$ cat src/include/div_defs.svh
`ifndef DIV_DEFS_SVH
`define DIV_DEFS_SVH

// datapath width.
`define DIV_XLEN 32

// physical register tags.
`define DIV_TAG_W 6
`define DIV_NUM_PREGS 64

// reservation station depth and the index width that covers it.
`define DIV_RS_DEPTH 8
`define DIV_IDX_W 3

`endif

$ cat src/design/div_pkg.sv
`include "div_defs.svh"

package div_pkg;

  // riscv M-extension divide family.
  typedef enum logic [1:0] {
    DIV  = 2'd0,
    DIVU = 2'd1,
    REM  = 2'd2,
    REMU = 2'd3
  } div_op_e;

  typedef enum logic [1:0] {
    IDLE = 2'd0,
    RUN  = 2'd1,
    FIX  = 2'd2  // sign and special-case correction.
  } div_state_e;

  // micro-op as it arrives from rename.
  typedef struct packed {
    div_op_e               op;
    logic [`DIV_TAG_W-1:0] dst_tag;
    logic [`DIV_TAG_W-1:0] src1_tag;
    logic                  src1_ready;
    logic [`DIV_TAG_W-1:0] src2_tag;
    logic                  src2_ready;
  } div_dispatch_t;

  // selected entry whose operands come from the register slice.
  typedef struct packed {
    div_op_e               op;
    logic [`DIV_TAG_W-1:0] dst_tag;
    logic [`DIV_TAG_W-1:0] src1_tag;
    logic [`DIV_TAG_W-1:0] src2_tag;
  } div_issue_t;

  // completion broadcast that doubles as a register write.
  typedef struct packed {
    logic                  valid;
    logic [`DIV_TAG_W-1:0] tag;
    logic [`DIV_XLEN-1:0]  data;
  } div_wb_t;

endpackage

$ cat src/design/div_rs.sv
`timescale 1ns/1ps
`include "div_defs.svh"

module div_rs (
  input  logic                   clk,
  input  logic                   rst_n,
  input  logic                   flush,
  input  logic                   dispatch_valid,
  input  div_pkg::div_dispatch_t dispatch,
  input  div_pkg::div_wb_t       ext_wb,
  input  div_pkg::div_wb_t       div_wb,
  input  logic                   busy,
  output logic                   issue_valid,
  output div_pkg::div_issue_t    issue,
  output logic                   rs_full
);
  import div_pkg::*;

  localparam int DEPTH = `DIV_RS_DEPTH;
  localparam int IDX_W = `DIV_IDX_W;

  div_dispatch_t    ent_q [DEPTH];
  logic [DEPTH-1:0] valid_q;
  logic [DEPTH-1:0] valid_d;
  logic [DEPTH-1:0] ready_vec;
  logic [IDX_W-1:0] alloc_idx;
  logic [IDX_W-1:0] sel_idx;
  logic             alloc_ok;
  logic             sel_ok;
  logic             do_alloc;
  logic             rs_full_q;

  // true when either broadcast carries this tag.
  function automatic logic woken(input logic [`DIV_TAG_W-1:0] tag);
    return (ext_wb.valid && ext_wb.tag == tag) || (div_wb.valid && div_wb.tag == tag);
  endfunction

  always_comb begin
    for (int i = 0; i < DEPTH; i++) begin
      ready_vec[i] = valid_q[i] && ent_q[i].src1_ready && ent_q[i].src2_ready;
    end
  end

  // lowest free slot.
  always_comb begin
    alloc_ok  = 1'b0;
    alloc_idx = '0;
    for (int i = DEPTH - 1; i >= 0; i--) begin
      if (!valid_q[i]) begin
        alloc_ok  = 1'b1;
        alloc_idx = IDX_W'(i);
      end
    end
  end

  // lowest ready entry wins.
  always_comb begin
    sel_ok  = 1'b0;
    sel_idx = '0;
    for (int i = DEPTH - 1; i >= 0; i--) begin
      if (ready_vec[i]) begin
        sel_ok  = 1'b1;
        sel_idx = IDX_W'(i);
      end
    end
  end

  assign do_alloc    = dispatch_valid && alloc_ok;  // a dispatch into a full station is lost.
  assign issue_valid = sel_ok && !busy;

  always_comb begin
    issue.op       = ent_q[sel_idx].op;
    issue.dst_tag  = ent_q[sel_idx].dst_tag;
    issue.src1_tag = ent_q[sel_idx].src1_tag;
    issue.src2_tag = ent_q[sel_idx].src2_tag;
  end

  // occupancy after this edge.
  always_comb begin
    valid_d = valid_q;
    if (issue_valid) begin
      valid_d[sel_idx] = 1'b0;
    end
    if (do_alloc) begin
      valid_d[alloc_idx] = 1'b1;
    end
  end

  always_ff @(posedge clk) begin
    if (!rst_n || flush) begin
      valid_q   <= '0;
      rs_full_q <= 1'b0;
    end else begin
      valid_q   <= valid_d;
      rs_full_q <= &valid_d;
    end
  end

  // entry payload and wakeup.
  always_ff @(posedge clk) begin
    for (int i = 0; i < DEPTH; i++) begin
      if (do_alloc && int'(alloc_idx) == i) begin
        ent_q[i]            <= dispatch;
        // same-cycle bypass from either broadcast.
        ent_q[i].src1_ready <= dispatch.src1_ready || woken(dispatch.src1_tag);
        ent_q[i].src2_ready <= dispatch.src2_ready || woken(dispatch.src2_tag);
      end else begin
        if (woken(ent_q[i].src1_tag)) begin
          ent_q[i].src1_ready <= 1'b1;
        end
        if (woken(ent_q[i].src2_tag)) begin
          ent_q[i].src2_ready <= 1'b1;
        end
      end
    end
  end

  assign rs_full = rs_full_q;

endmodule

$ cat config.mk
export PLATFORM = sky130hd
export DESIGN_NAME = div_rs
export DESIGN_NICKNAME = d
export VERILOG_FILES = /design/src/design/div_pkg.sv /design/src/design/div_rs.sv
export VERILOG_INCLUDE_DIRS = /design/src /design/src/include
export SDC_FILE = /design/constraint.sdc
export NUM_CORES = 1
export LEC_CHECK = 0
export ABC_CLOCK_PERIOD_IN_PS = 5850
export BUFFER_PORTS_ARGS = -buffer_cell sky130_fd_sc_hd__buf_2
export CAP_MARGIN = 20
export CORE_AREA = 5 5 157 159
export CTS_CLUSTER_SIZE = 20
export DETAILED_ROUTE_END_ITERATION = 7
export DIE_AREA = 0 0 162 164
export MAX_ROUTING_LAYER = met4
export PLACE_DENSITY = 0.69
export RECOVER_POWER = 25
export SETUP_SLACK_MARGIN = 0.02
export SLEW_MARGIN = 20
export SYNTH_ARGS = -nofsm -noshare
export SYNTH_HDL_FRONTEND = slang
export SYNTH_SLANG_ARGS = --single-unit
$ cat constraint.sdc
create_clock -name clk -period 5.85 [get_ports clk]
set_clock_uncertainty 0.1 [all_clocks]
set_input_delay 0.585 -clock clk [delete_from_list [all_inputs] [get_ports clk]]
set_output_delay 0.585 -clock clk [all_outputs]
set_load 0.01 [all_outputs]
==> metrics <==
max frequency=~240 MHz; Hold Vio Cnt, Final=0; first-pass GRT wire length=between 40 and 50 mm; Power Dens Cells=roughly 260 nW/um^2; critical path cell sequence=and3_1 -> o211ai_1 -> a21bo_4 -> buf_4 -> mux2i_1 -> o22a_1 -> o221ai_1 -> buf_2; CP Data Required Time=roughly 5.2 ns; overall die width=~160 um; final non-filler cell total=roughly 1100; Max rail drop VDD=roughly 0.00022 V; post-synthesis sequential area ratio=between 50% and 60%; worst slew pin tran=around 0.94 ns; Mapped Cells=770; arrival time worst endpoint=~3.5 ns; Slew HR=a little over a third; Max Cap Viol=0; count leader, synth=edfxtp_1; DR WL/cell=around 24 um; Fillers=about 2000; Via Count=about 6500; highest routed layer=met4; Crit. End Element=output pin; share of layout cells above drive strength 1=between 10% and 20%; HP Class=primary input to flop; vias in the first global route=about 6600; WL final=about 27 mm; IO Count=127; Post-DP HPWL=between 15 and 20 mm; Synth area leaders=edfxtp_1 (52%), xnor2_1 (10%), xor2_1 (8.2%); DR WL met2=between 10 and 15 mm; Antenna diodes=0; DRC=0; Tcrit/Tclk final=a little under three quarters; minimum clock period=approximately 4.2 ns; drt pass-1 iters=5; fin nets=921; top post-synthesis cells by count=edfxtp_1 (176), xnor2_1 (121), xor2_1 (95); met1 wire length=10.8 mm; Clock transition at path regs=0.08 ns; worst-skew pair later-pin latency=0.44 ns; die footprint=26600 um^2; largest net degree at the start of global routing=31; FP Rows=56; total CTS buffers=17; CP Max Fanout=30; antenna violations before repair=0; net count after synthesis=a little under 900; Starting Density=a little over two fifths; CP Class=flop to output pin; Final setup viols=0; H-tree depth=4; layout overhead on the synthesized area=10.3%; cts hold-fix bufs=0; synthesized flop and latch total=around 190; Via density=between 5 and 6; Longest Clk Path Bufs=2; Final Wtd Congestion=0.861; synth warn=0; GRT Resource Usage Total=about a fifth; dpl cells=between 1000 and 1500; main flop type after synthesis=edfxtp_1; CTS sink cnt=185; CTS root buffer=clkbuf_16; Die Ht=roughly 160 um; remaining antenna violation count=0; Max stage delay on crit path=around 0.60 ns; Synth Cell Area=around 10000 um^2; static leakage=about 3.5 nW; Post-synth EDFFs=between 150 and 200; DR iter-0 viols=between 600 and 700; setup repair bufs after CTS=0; Final Max Slew Viols=0; CTS resizes=0; share of the synthesized area in the top cell type=between 50% and 60%; outcome=finished, final reports clean; Setup TNS=0 ns; DR WL met3=1.68 mm; syn_area_per_cell=approximately 13 um^2; GRT overflow=0; largest area contributor in the netlist=edfxtp_1; post-synthesis cell type count=between 50 and 60; I/O Buffers=62; RSZ-0062 raised after global routing=false; Startpoint Class=flop; CORE AREA=about 23000 um^2; CTS tree=built; Critical Path Slowest Stage Cell=a21bo_4; FFs w/ async S/R, synth=0%
[final timing paths]
kind | startpoint | slack [ns] | endpoint | depth (start not counted)
max | ent_q[6][7] | 1.67 | issue[1] | 8
min | dispatch[20] | 0.38 | ent_q[6][20] | 1
max reg2reg | valid_q[1] | 3.04 | ent_q[7][7] | 7
min reg2reg | valid_q[2] | 0.49 | valid_q[2] | 2
[layout make-up]
| type | count | area (um^2) | share of cell area (%) |
|---|---|---|---|
| Sequential cell | 185 | 5470 | 48.9 |
| Multi-Input combinational cell | 528 | 4310 | 38.6 |
| Clock buffer | 17 | 425 | 3.81 |
| Timing Repair Buffer | 76 | 407 | 3.64 |
| Tap cell | 290 | 363 | 3.25 |
| Clock inverter | 15 | 176 | 1.58 |
| Inverter | 8 | 30.0 | 0.269 |
[critical path, delay by kind of cell, from the launching register on]
| family | cells | cell delay, ns |
|---|---|---|
| multiplexers | 1 | 0.35 |
| buffers and inverters | 2 | 0.72 |
| flip-flops | 1 | 0.42 |
| AO/OA/AOI/OAI | 4 | 1.35 |
| AND/OR/NAND/NOR | 1 | 0.17 |
[metal layers]
layer | track usage [%] | vias to the layer above
li1 | - | 2980
met1 | 25.5 | 3215
met2 | 35.0 | 274
met3 | 3.89 | 78
met4 | 8.38 | 0
met5 | - | -
[flip-flops by register name, indices dropped and copies added, names as in the netlist]
signal and cells:
rs_full 1, ent_q 176, valid_q 8
[per-stage QoR]
step | power (mW) | hold WS [ns] | worst slack, ns | util [%] | area (um^2)
floorplan | 1.66 | 0.418 | 3.22 | - | 10100
detailed placement | 1.74 | 0.461 | 2.18 | 45.7 | 10600
global route | 2.96 | 0.375 | 1.54 | 48.3 | 11200
finish | 2.86 | 0.380 | 1.67 | 48.3 | 11200
global placement | 1.73 | 0.464 | 2.15 | 45.7 | 10600
CTS | 2.88 | 0.295 | 1.68 | 48.3 | 11200
[where the power goes]
part | total, mW | switching (mW) | internal, mW | leakage [nW]
sequential | 1.48 | 0.0114 | 1.46 | 1.67
combinational | 0.231 | 0.142 | 0.0888 | 1.57
clock | 1.16 | 0.578 | 0.579 | 0.293
[cells in the final DEF, fill, tap and decap left out, types with 3 or more instances in the layout]
cell type  instances
nand4_1           37
o221ai_1          17
inv_6              5
a21o_1             8
a21oi_1            7
clkbuf_16         17
or4_1              7
buf_2             49
mux2i_1           80
nand2b_1          19
nand3_1           11
nand2_1            9
buf_4             13
o221ai_2           3
xor2_1            95
nor4_1            25
inv_8              3
o21ai_0            8
nor2_1             7
inv_1              7
xnor2_1          121
o21ai_1            3
edfxtp_1         176
dfxtp_1            9
o22a_1            20
or3_1             12
and3_1             4
clkinv_8           5
clkbuf_1          13
[logic make-up after synthesis]
group | after synthesis | synth area share (%)
xor+xnor | 216 | 18.7
flops | 185 | 53.9
simple gates | 147 | 8.90
compound gates | 85 | 6.93
mux | 80 | 7.90
buf+inv | 57 | 3.69
Power figures use the tool's default switching activity.
