`src/include/div_defs.svh`:
```
`ifndef DIV_DEFS_SVH
`define DIV_DEFS_SVH

// datapath width.
`define DIV_XLEN 32

// physical register tags.
`define DIV_TAG_W 6
`define DIV_NUM_PREGS 64

// reservation station depth and the index width that covers it.
`define DIV_RS_DEPTH 8
`define DIV_IDX_W 3

`endif

```
`src/design/div_pkg.sv`:
```
`include "div_defs.svh"

package div_pkg;

  // riscv M-extension divide family.
  typedef enum logic [1:0] {
    DIV  = 2'd0,
    DIVU = 2'd1,
    REM  = 2'd2,
    REMU = 2'd3
  } div_op_e;

  typedef enum logic [1:0] {
    IDLE = 2'd0,
    RUN  = 2'd1,
    FIX  = 2'd2  // sign and special-case correction.
  } div_state_e;

  // micro-op as it arrives from rename.
  typedef struct packed {
    div_op_e               op;
    logic [`DIV_TAG_W-1:0] dst_tag;
    logic [`DIV_TAG_W-1:0] src1_tag;
    logic                  src1_ready;
    logic [`DIV_TAG_W-1:0] src2_tag;
    logic                  src2_ready;
  } div_dispatch_t;

  // selected entry whose operands come from the register slice.
  typedef struct packed {
    div_op_e               op;
    logic [`DIV_TAG_W-1:0] dst_tag;
    logic [`DIV_TAG_W-1:0] src1_tag;
    logic [`DIV_TAG_W-1:0] src2_tag;
  } div_issue_t;

  // completion broadcast that doubles as a register write.
  typedef struct packed {
    logic                  valid;
    logic [`DIV_TAG_W-1:0] tag;
    logic [`DIV_XLEN-1:0]  data;
  } div_wb_t;

endpackage

```
`src/design/div_unit.sv`:
```
`timescale 1ns/1ps
`include "div_defs.svh"

module div_unit (
  input  logic                 clk,
  input  logic                 rst_n,
  input  logic                 flush,
  input  logic                 issue_valid,
  input  div_pkg::div_issue_t  issue,
  input  logic [`DIV_XLEN-1:0] src1_data,
  input  logic [`DIV_XLEN-1:0] src2_data,
  output logic                 busy,
  output div_pkg::div_wb_t     div_wb
);
  import div_pkg::*;

  localparam int XLEN  = `DIV_XLEN;
  localparam int CNT_W = $clog2(XLEN);

  div_state_e            state_q;
  logic [CNT_W-1:0]      count_q;
  logic                  wb_valid_q;
  logic [XLEN-1:0]       wb_data_q;

  div_op_e               op_q;
  logic [`DIV_TAG_W-1:0] tag_q;
  logic [XLEN-1:0]       dividend_q;  // original value needed for the special cases.
  logic [XLEN-1:0]       dvs_q;
  logic [XLEN-1:0]       quo_q;
  logic [XLEN-1:0]       rem_q;
  logic                  neg_quo_q;
  logic                  neg_rem_q;
  logic                  zero_q;
  logic                  ovf_q;

  logic                  is_signed;
  logic                  a_neg;
  logic                  b_neg;
  logic [XLEN:0]         shifted;
  logic [XLEN:0]         diff;
  logic [XLEN-1:0]       quo_fix;
  logic [XLEN-1:0]       rem_fix;

  assign is_signed = (issue.op == DIV) || (issue.op == REM);
  assign a_neg     = is_signed && src1_data[XLEN-1];
  assign b_neg     = is_signed && src2_data[XLEN-1];

  // one restoring step.
  assign shifted = {rem_q, quo_q[XLEN-1]};
  assign diff    = shifted - {1'b0, dvs_q};

  always_comb begin
    quo_fix = neg_quo_q ? -quo_q : quo_q;
    rem_fix = neg_rem_q ? -rem_q : rem_q;
    if (zero_q) begin
      quo_fix = '1;
      rem_fix = dividend_q;
    end else if (ovf_q) begin
      quo_fix = dividend_q;  // most negative / -1.
      rem_fix = '0;
    end
  end

  always_ff @(posedge clk) begin
    if (!rst_n || flush) begin
      state_q    <= IDLE;
      count_q    <= '0;
      wb_valid_q <= 1'b0;
    end else begin
      wb_valid_q <= 1'b0;
      case (state_q)
        IDLE: begin
          if (issue_valid) begin
            state_q <= RUN;
            count_q <= '0;
          end
        end
        RUN: begin
          count_q <= count_q + 1'b1;
          if (count_q == CNT_W'(XLEN - 1)) begin
            state_q <= FIX;
          end
        end
        FIX: begin
          state_q    <= IDLE;
          wb_valid_q <= 1'b1;
        end
        default: state_q <= IDLE;
      endcase
    end
  end

  always_ff @(posedge clk) begin
    case (state_q)
      IDLE: begin
        if (issue_valid) begin
          op_q       <= issue.op;
          tag_q      <= issue.dst_tag;
          dividend_q <= src1_data;
          quo_q      <= a_neg ? -src1_data : src1_data;  // magnitudes.
          dvs_q      <= b_neg ? -src2_data : src2_data;
          rem_q      <= '0;
          neg_quo_q  <= a_neg ^ b_neg;
          neg_rem_q  <= a_neg;
          zero_q     <= (src2_data == '0);
          ovf_q      <= is_signed && (src1_data == {1'b1, {(XLEN-1){1'b0}}})
                        && (src2_data == '1);
        end
      end
      RUN: begin
        if (!diff[XLEN]) begin
          rem_q <= diff[XLEN-1:0];
          quo_q <= {quo_q[XLEN-2:0], 1'b1};
        end else begin
          rem_q <= shifted[XLEN-1:0];
          quo_q <= {quo_q[XLEN-2:0], 1'b0};
        end
      end
      FIX: wb_data_q <= (op_q == DIV || op_q == DIVU) ? quo_fix : rem_fix;
      default: ;
    endcase
  end

  assign busy = (state_q != IDLE);

  // tag_q holds until the next latch, which is no earlier than the result cycle.
  assign div_wb = '{valid: wb_valid_q, tag: tag_q, data: wb_data_q};

endmodule

```
`config.mk`:
```
export PLATFORM = sky130hd
export DESIGN_NAME = div_unit
export DESIGN_NICKNAME = d
export VERILOG_FILES = /design/src/design/div_pkg.sv /design/src/design/div_unit.sv
export VERILOG_INCLUDE_DIRS = /design/src /design/src/include
export SDC_FILE = /design/constraint.sdc
export NUM_CORES = 1
export LEC_CHECK = 0
export BUFFER_PORTS_ARGS = -buffer_cell sky130_fd_sc_hd__buf_2
export CORE_UTILIZATION = 49
export DETAILED_ROUTE_END_ITERATION = 7
export PLACE_DENSITY = 0.71
export SYNTH_ARGS = -nofsm -noshare
export SYNTH_HDL_FRONTEND = slang
export SYNTH_SLANG_ARGS = --single-unit
export TNS_END_PERCENT = 5
```
`constraint.sdc`:
```
create_clock -name clk -period 3.82 [get_ports clk]
set_input_delay 0.573 -clock clk [delete_from_list [all_inputs] [get_ports clk]]
set_output_delay 0.573 -clock clk [all_outputs]
set_load 0.02 [all_outputs]
```
==> flow_summary.toml, run 1 <==
[clock_network]
numCtsBuffers = 17
clkLatencyLatePin_ns = 0.44
post_cts.repair.setup_buffers = 0
htreeDepth = 4
root_buffer = "clkbuf_16"
cts_sinks = 179
clk_pin_slew_ns = 0.07
clockBufferDepth = 2
cts_tree = "built"

[global_route]
antenna_found_initial = 0
grt_max_degree = 77
grt_util_all_layers_pct = 23.1
grt_overflow = 0
grt_pass1_vias = 8614
grt_first_pass_wirelength_um = 44100

[worst_setup_path]
cp.buffers_inverters = 2
reg2reg_depth = 13
end_kind = "register"
cp_cell_sequence = "ha_1 > fa_1 > nand2b_1 > a21oi_1 > o21ai_0 > o31ai_2 > a22oi_1 > a41oi_1 > buf_4 > xor2_4 > buf_12 > nand2_1 > o22ai_1"
cp.depth = 13
r2r_start = "dvs_q[0]"
cpPeakStageDelay_ns = 0.40
r2r_slack_ns = 0.32
r2r-end = "rem_q[31]"
worstSetupPathType = "register to register"
critical_path.startpoint_type = "register"
crit_fanout = 31
cp_data_arrival_time_ns = 3.77
slowest_stage = "fa_1"
crit_required_ns = 4.09
path_delay_family = "compound AO/OA/AOI/OAI gates"

[pwr]
p_leak_uw = 0.00517
p_switching_uw = 1660
cellPowerDensity_mw_per_mm2 = 423
internal_power_uw = 3980
switching_share_pct = 29.4
power_frac_comb_pct = 23.3
seqPwrFrac_pct = 43.8
vdd_drop_max_mv = 0.308
p_clk_share_pct = 32.9

[logic_synthesis]
ys_warn_count = 0
synth_area_per_cell_um2 = 9.56
synthFlopType = "edfxtp_1"
yosysTopAreaCell = "edfxtp_1"
syn_inst = 1222
synth_top_area_share_pct = 43.9
ys_seq_area_share_pct = 45.3
synth-seq-cells = 179
syn_area_mm2 = 0.0117
synth_commonest_cells = "edfxtp_1 (171), a21oi_1 (123), o21ai_0 (108), nand2_1 (102), nor2_1 (86)"
syn-num-nets = 1350
async_flop_share_pct = 0
synth.top_cells.by_area = "edfxtp_1 (44%), xor2_1 (6.2%), a21oi_1 (5.3%)"
synth.most_common_cell = "edfxtp_1"
synth_edf_count = 171
synth_cell_types = 62

[timing]
tightestPinTransition_ns = 1.07
rsz0062_at_grt = "no"
slew_viol_final = 0
post-route-period-util_pct = 91.6
final.setup_skew_ns = 0.0116
hold-worst-slack_ns = 0.311
setup_tns_ns = 0
worst_slack_ns = 0.320
fmax_ghz = 0.286
setup_violations = 0
hold_viol_final = 0
min_period_ns = 3.50
relSlewSlack_pct = 28.5

[routing]
vias = 9465
route.detailed.drc = 0
routedWlPerCell_um = 16.7
dr.pass1.iters = 7
wl_um = 27700
final_antenna_net_count = 0
viasPerCell = 5.71
dr.first_iter.drc_count = 801

[placed_design]
gp_congestion = 0.903
port_buffers = 115
dp_hpwl_um = 19900
place_ws_ns = 0.191
place_area_mm2 = 0.0127

[cells_and_area]
seq_area_mm2 = 0.00530
fin_area_mm2 = 0.0133
fillers = 2097
layout-drive-gt1-share_pct = 14.3
fin_nets = 1455
antenna_cells = 0
syn2layout_area_growth_pct = 14.0
multiInputGateArea_mm2 = 0.00589

[floorplanning]
start_util_pct = 49.9
die_w_um = 156
ioPinCount = 128
row_count = 56
die_height_um = 156
die-area_mm2 = 0.0245
core_mm2 = 0.0234

[worst_hold_path]
min_delay_path_depth = 1
min_from = "issue[16]"
worstHoldEndpoint = "tag_q[4]"
hold_class = "primary input to register"

[job]
cap_violations = 0

[status]
status = "finished, final reports clean"
## layer usage
layer	track usage (%)	vias to the layer above	wire [µm]
li1	-	4672	-
met1	33.1	4379	12700
met2	36.4	383	12500
met3	3.35	31	2030
met4	6.35	0	399
met5	0	-	0
## layout by cell type, fill, tap and decap left out, types with 24 or more instances in the layout
master	n
nand2_1	102
edfxtp_1	171
o21ai_0	108
buf_4	28
o22a_1	32
inv_1	81
buf_2	115
a21oi_1	123
ha_1	39
xor2_1	82
mux2i_1	24
xnor2_1	64
nor2_1	86
## stage by stage
step / total power [µW] / instances / utilization (%)
after floorplan: 3410 / 1222 / -
after global placement: 3770 / 1627 / 54.3
after detailed placement: 3800 / 1627 / 54.3
after CTS: 5640 / 1659 / 56.9
after global routing: 5880 / 1659 / 56.9
final: 5640 / 1659 / 56.9
## registers in the layout, summed over array words and instances (netlist names), 2 cells and up
register / count
tag_q: 6
dvs_q: 32
dividend_q: 32
rem_q: 32
state_q: 2
wb_data_q: 32
quo_q: 32
count_q: 5
## how the worst max path moves through the flow
stage	endpoint	startpoint	slack [ns]
after floorplan	rem_q[10]	dvs_q[0]	0.36
after global placement	rem_q[26]	dvs_q[0]	0.29
after detailed placement	rem_q[31]	dvs_q[0]	0.19
after CTS	rem_q[31]	dvs_q[0]	0.18
after global routing	rem_q[31]	dvs_q[0]	0.08
final	rem_q[31]	dvs_q[0]	0.32
## power groups by stage
stage	logic [µW]	registers (µW)	clock network, µW
floorplan	952	2460	0
global placement	1270	2500	0
detailed placement	1290	2510	0
CTS	1300	2470	1870
global route	1450	2490	1940
finish	1310	2470	1860
## worst reg2reg max path: cells and delay by family (launching register included)
kind	cells	cell delay (ns)
AOI/OAI and AO/OA	6	1.33
adders and majority gates	2	0.65
and+or+nand+nor	2	0.42
buffers and inverters	2	0.40
DFF	1	0.37
xor gates and xnor gates	1	0.18
## cell type report
type,count,area share [%]
Clock buffer,18,3.22
Clock inverter,14,1.39
Inverter,84,2.40
Multi-Input combinational cell,901,44.2
Sequential cell,179,39.8
Tap cell,319,3.00
Timing Repair Buffer,144,6.05
## timing repair
action                                  4_1_cts  5_1_grt
gates resized for setup                       0        1
endpoints found under the setup margin        0        6
hold buffers                                  0        0
## cells by family after synthesis
family                     synth area share, %
and+or+nand+nor                           13.2
AOI/OAI and AO/OA                         19.2
DFF                                       45.3
buffers and inverters                     4.64
xor gates and xnor gates                  11.0
muxes                                     2.25
adders and majority gates                 4.35
Note: power is estimated with default switching activity, not from simulation.
==> inputs of run 2 (changes only) <==
--- a/config.mk
+++ b/config.mk
@@ -9,6 +9,7 @@
 export BUFFER_PORTS_ARGS = -buffer_cell sky130_fd_sc_hd__buf_2
 export CORE_UTILIZATION = 49
 export DETAILED_ROUTE_END_ITERATION = 7
+export MAX_ROUTING_LAYER = met4
 export PLACE_DENSITY = 0.71
 export SYNTH_ARGS = -nofsm -noshare
 export SYNTH_HDL_FRONTEND = slang
==> flow_summary.toml, run 2 (synthesized netlist as in run 1, its figures left out) <==
[status]
status = "finished, final reports clean"

[worst_setup_path]
critical_path.startpoint_type = "register"
end_kind = "register"
worstSetupPathType = "register to register"
crit_required_ns = 4.10
reg2reg_depth = 13
cp_data_arrival_time_ns = 3.81
crit_fanout = 27

[pwr]
p_clk_share_pct = 31.2
totalPowerFinal_uw = 5520
p_switching_uw = 1660
power_frac_comb_pct = 24.1
vdd_drop_max_mv = 0.234
cellPowerDensity_mw_per_mm2 = 415
switching_share_pct = 30.1
seqPwrFrac_pct = 44.8
internal_power_uw = 3860
p_leak_uw = 0.00516

[floorplanning]
die_w_um = 156
core_mm2 = 0.0234
die-area_mm2 = 0.0245
start_util_pct = 49.9
ioPinCount = 128
row_count = 56
die_height_um = 156

[worst_hold_path]
hold_class = "primary input to register"
min_delay_path_depth = 1

[global_route]
antenna_found_initial = 0
grt_first_pass_wirelength_um = 43600
grt_util_all_layers_pct = 23.7
grt_overflow = 0
grt_pass1_vias = 8328
grt_max_degree = 77

[clock_network]
clk_pin_slew_ns = 0.07
post_cts.repair.setup_buffers = 0
htreeDepth = 4
numCtsBuffers = 17
cts_tree = "built"
root_buffer = "clkbuf_16"
cts_sinks = 179
clockBufferDepth = 2
cts-hold-fix-buffers = 0
clkLatencyLatePin_ns = 0.44
cts-resized-gates = 0

[cells_and_area]
syn2layout_area_growth_pct = 13.7
seq_area_mm2 = 0.00530
fin_area_mm2 = 0.0133
layout-drive-gt1-share_pct = 14.5
mostFrequentLayoutCells = "edfxtp_1 (171), a21oi_1 (123), buf_2 (115), o21ai_0 (108), nand2_1 (102)"
final_common_cell = "edfxtp_1"
layout.cells.non_filler = 1660
fillers = 2091
fin_nets = 1457
multiInputGateArea_mm2 = 0.00589
antenna_cells = 0

[routing]
dr.first_iter.drc_count = 796
wl_met2_um = 12600
dr_wl_met3_um = 1850
final_antenna_net_count = 0
wl_met1_um = 13000
top_layer = "met4"
route.detailed.drc = 0
routedWlPerCell_um = 16.7
wl_um = 27800
viasPerCell = 5.67
dr.pass1.iters = 7
vias = 9415

[timing]
slew_viol_final = 0
post-route-period-util_pct = 92.5
final.setup_skew_ns = 0.0167
fmax_ghz = 0.283
setup_tns_ns = 0
tightestPinTransition_ns = 1.07
relSlewSlack_pct = 28.3
min_period_ns = 3.53
setup_violations = 0
hold_viol_final = 0
rsz0062_at_grt = "no"

[job]
cap_violations = 0

[placed_design]
place_area_mm2 = 0.0127
gp_congestion = 0.895
dp.cells = 1629
port_buffers = 115
dp_hpwl_um = 20100
==> run 2: cell count changes in the layout (fill, tap and decap cells not counted) <==
cell	before	now
buf_4	28	30
bufinv_16	4	2
clkinv_1	4	2
clkinv_2	1	3
clkinv_4	1	2
==> run 2: through the flow <==
stage	hold slack, ns	utilization [%]	setup WS (ns)
after detailed placement	0.464	54.3	0.232
after global placement	0.460	54.3	0.309
after floorplan	0.439	-	0.356
after global routing	0.294	56.8	0.0867
after CTS	0.299	56.7	0.154
final	0.305	56.8	0.288
==> run 2: per-layer routing <==
metal	track usage (%)	vias up
met1	33.0	4375
li1	-	4659
met5	-	-
met2	36.4	351
met4	6.49	0
met3	3.10	30
==> run 2: critical path, cell delays in order, from the launching register on <==
cell and delay, ns:
edfxtp_1 0.38, ha_1 0.24, fa_1 0.41, nand2b_1 0.18, a21oi_1 0.22, o21ai_0 0.17, o31ai_2 0.35, a22oi_1 0.17
a41oi_1 0.22, buf_4 0.16, xor2_4 0.18, buf_12 0.22, nand2_1 0.21, o22ai_1 0.26
==> run 2: final timing paths <==
| path | startpoint | slack (ns) | endpoint |
|---|---|---|---|
| hold / removal | issue[13] | 0.30 | tag_q[1] |
| setup / recovery | dvs_q[0] | 0.29 | rem_q[29] |
| setup reg to reg | dvs_q[0] | 0.29 | rem_q[29] |
| hold reg to reg | count_q[3] | 0.48 | count_q[3] |
==> run 2: final cells by class <==
cell class,instances,share of cell area [%]
clock inverters,13,1.03
clock buffers,18,3.23
repair buffers,146,6.18
well taps,319,3.00
flip-flops and latches,179,39.9
inverters,84,2.40
multi-input cells,901,44.3
==> run 2: power groups by stage <==
stage	Combinational [µW]	Clock [µW]	Sequential (µW)
final	1330	1720	2470
after global routing	1460	1800	2490
after CTS	1320	1730	2470
after detailed placement	1310	0	2510
after global placement	1280	0	2500
after floorplan	952	0	2460
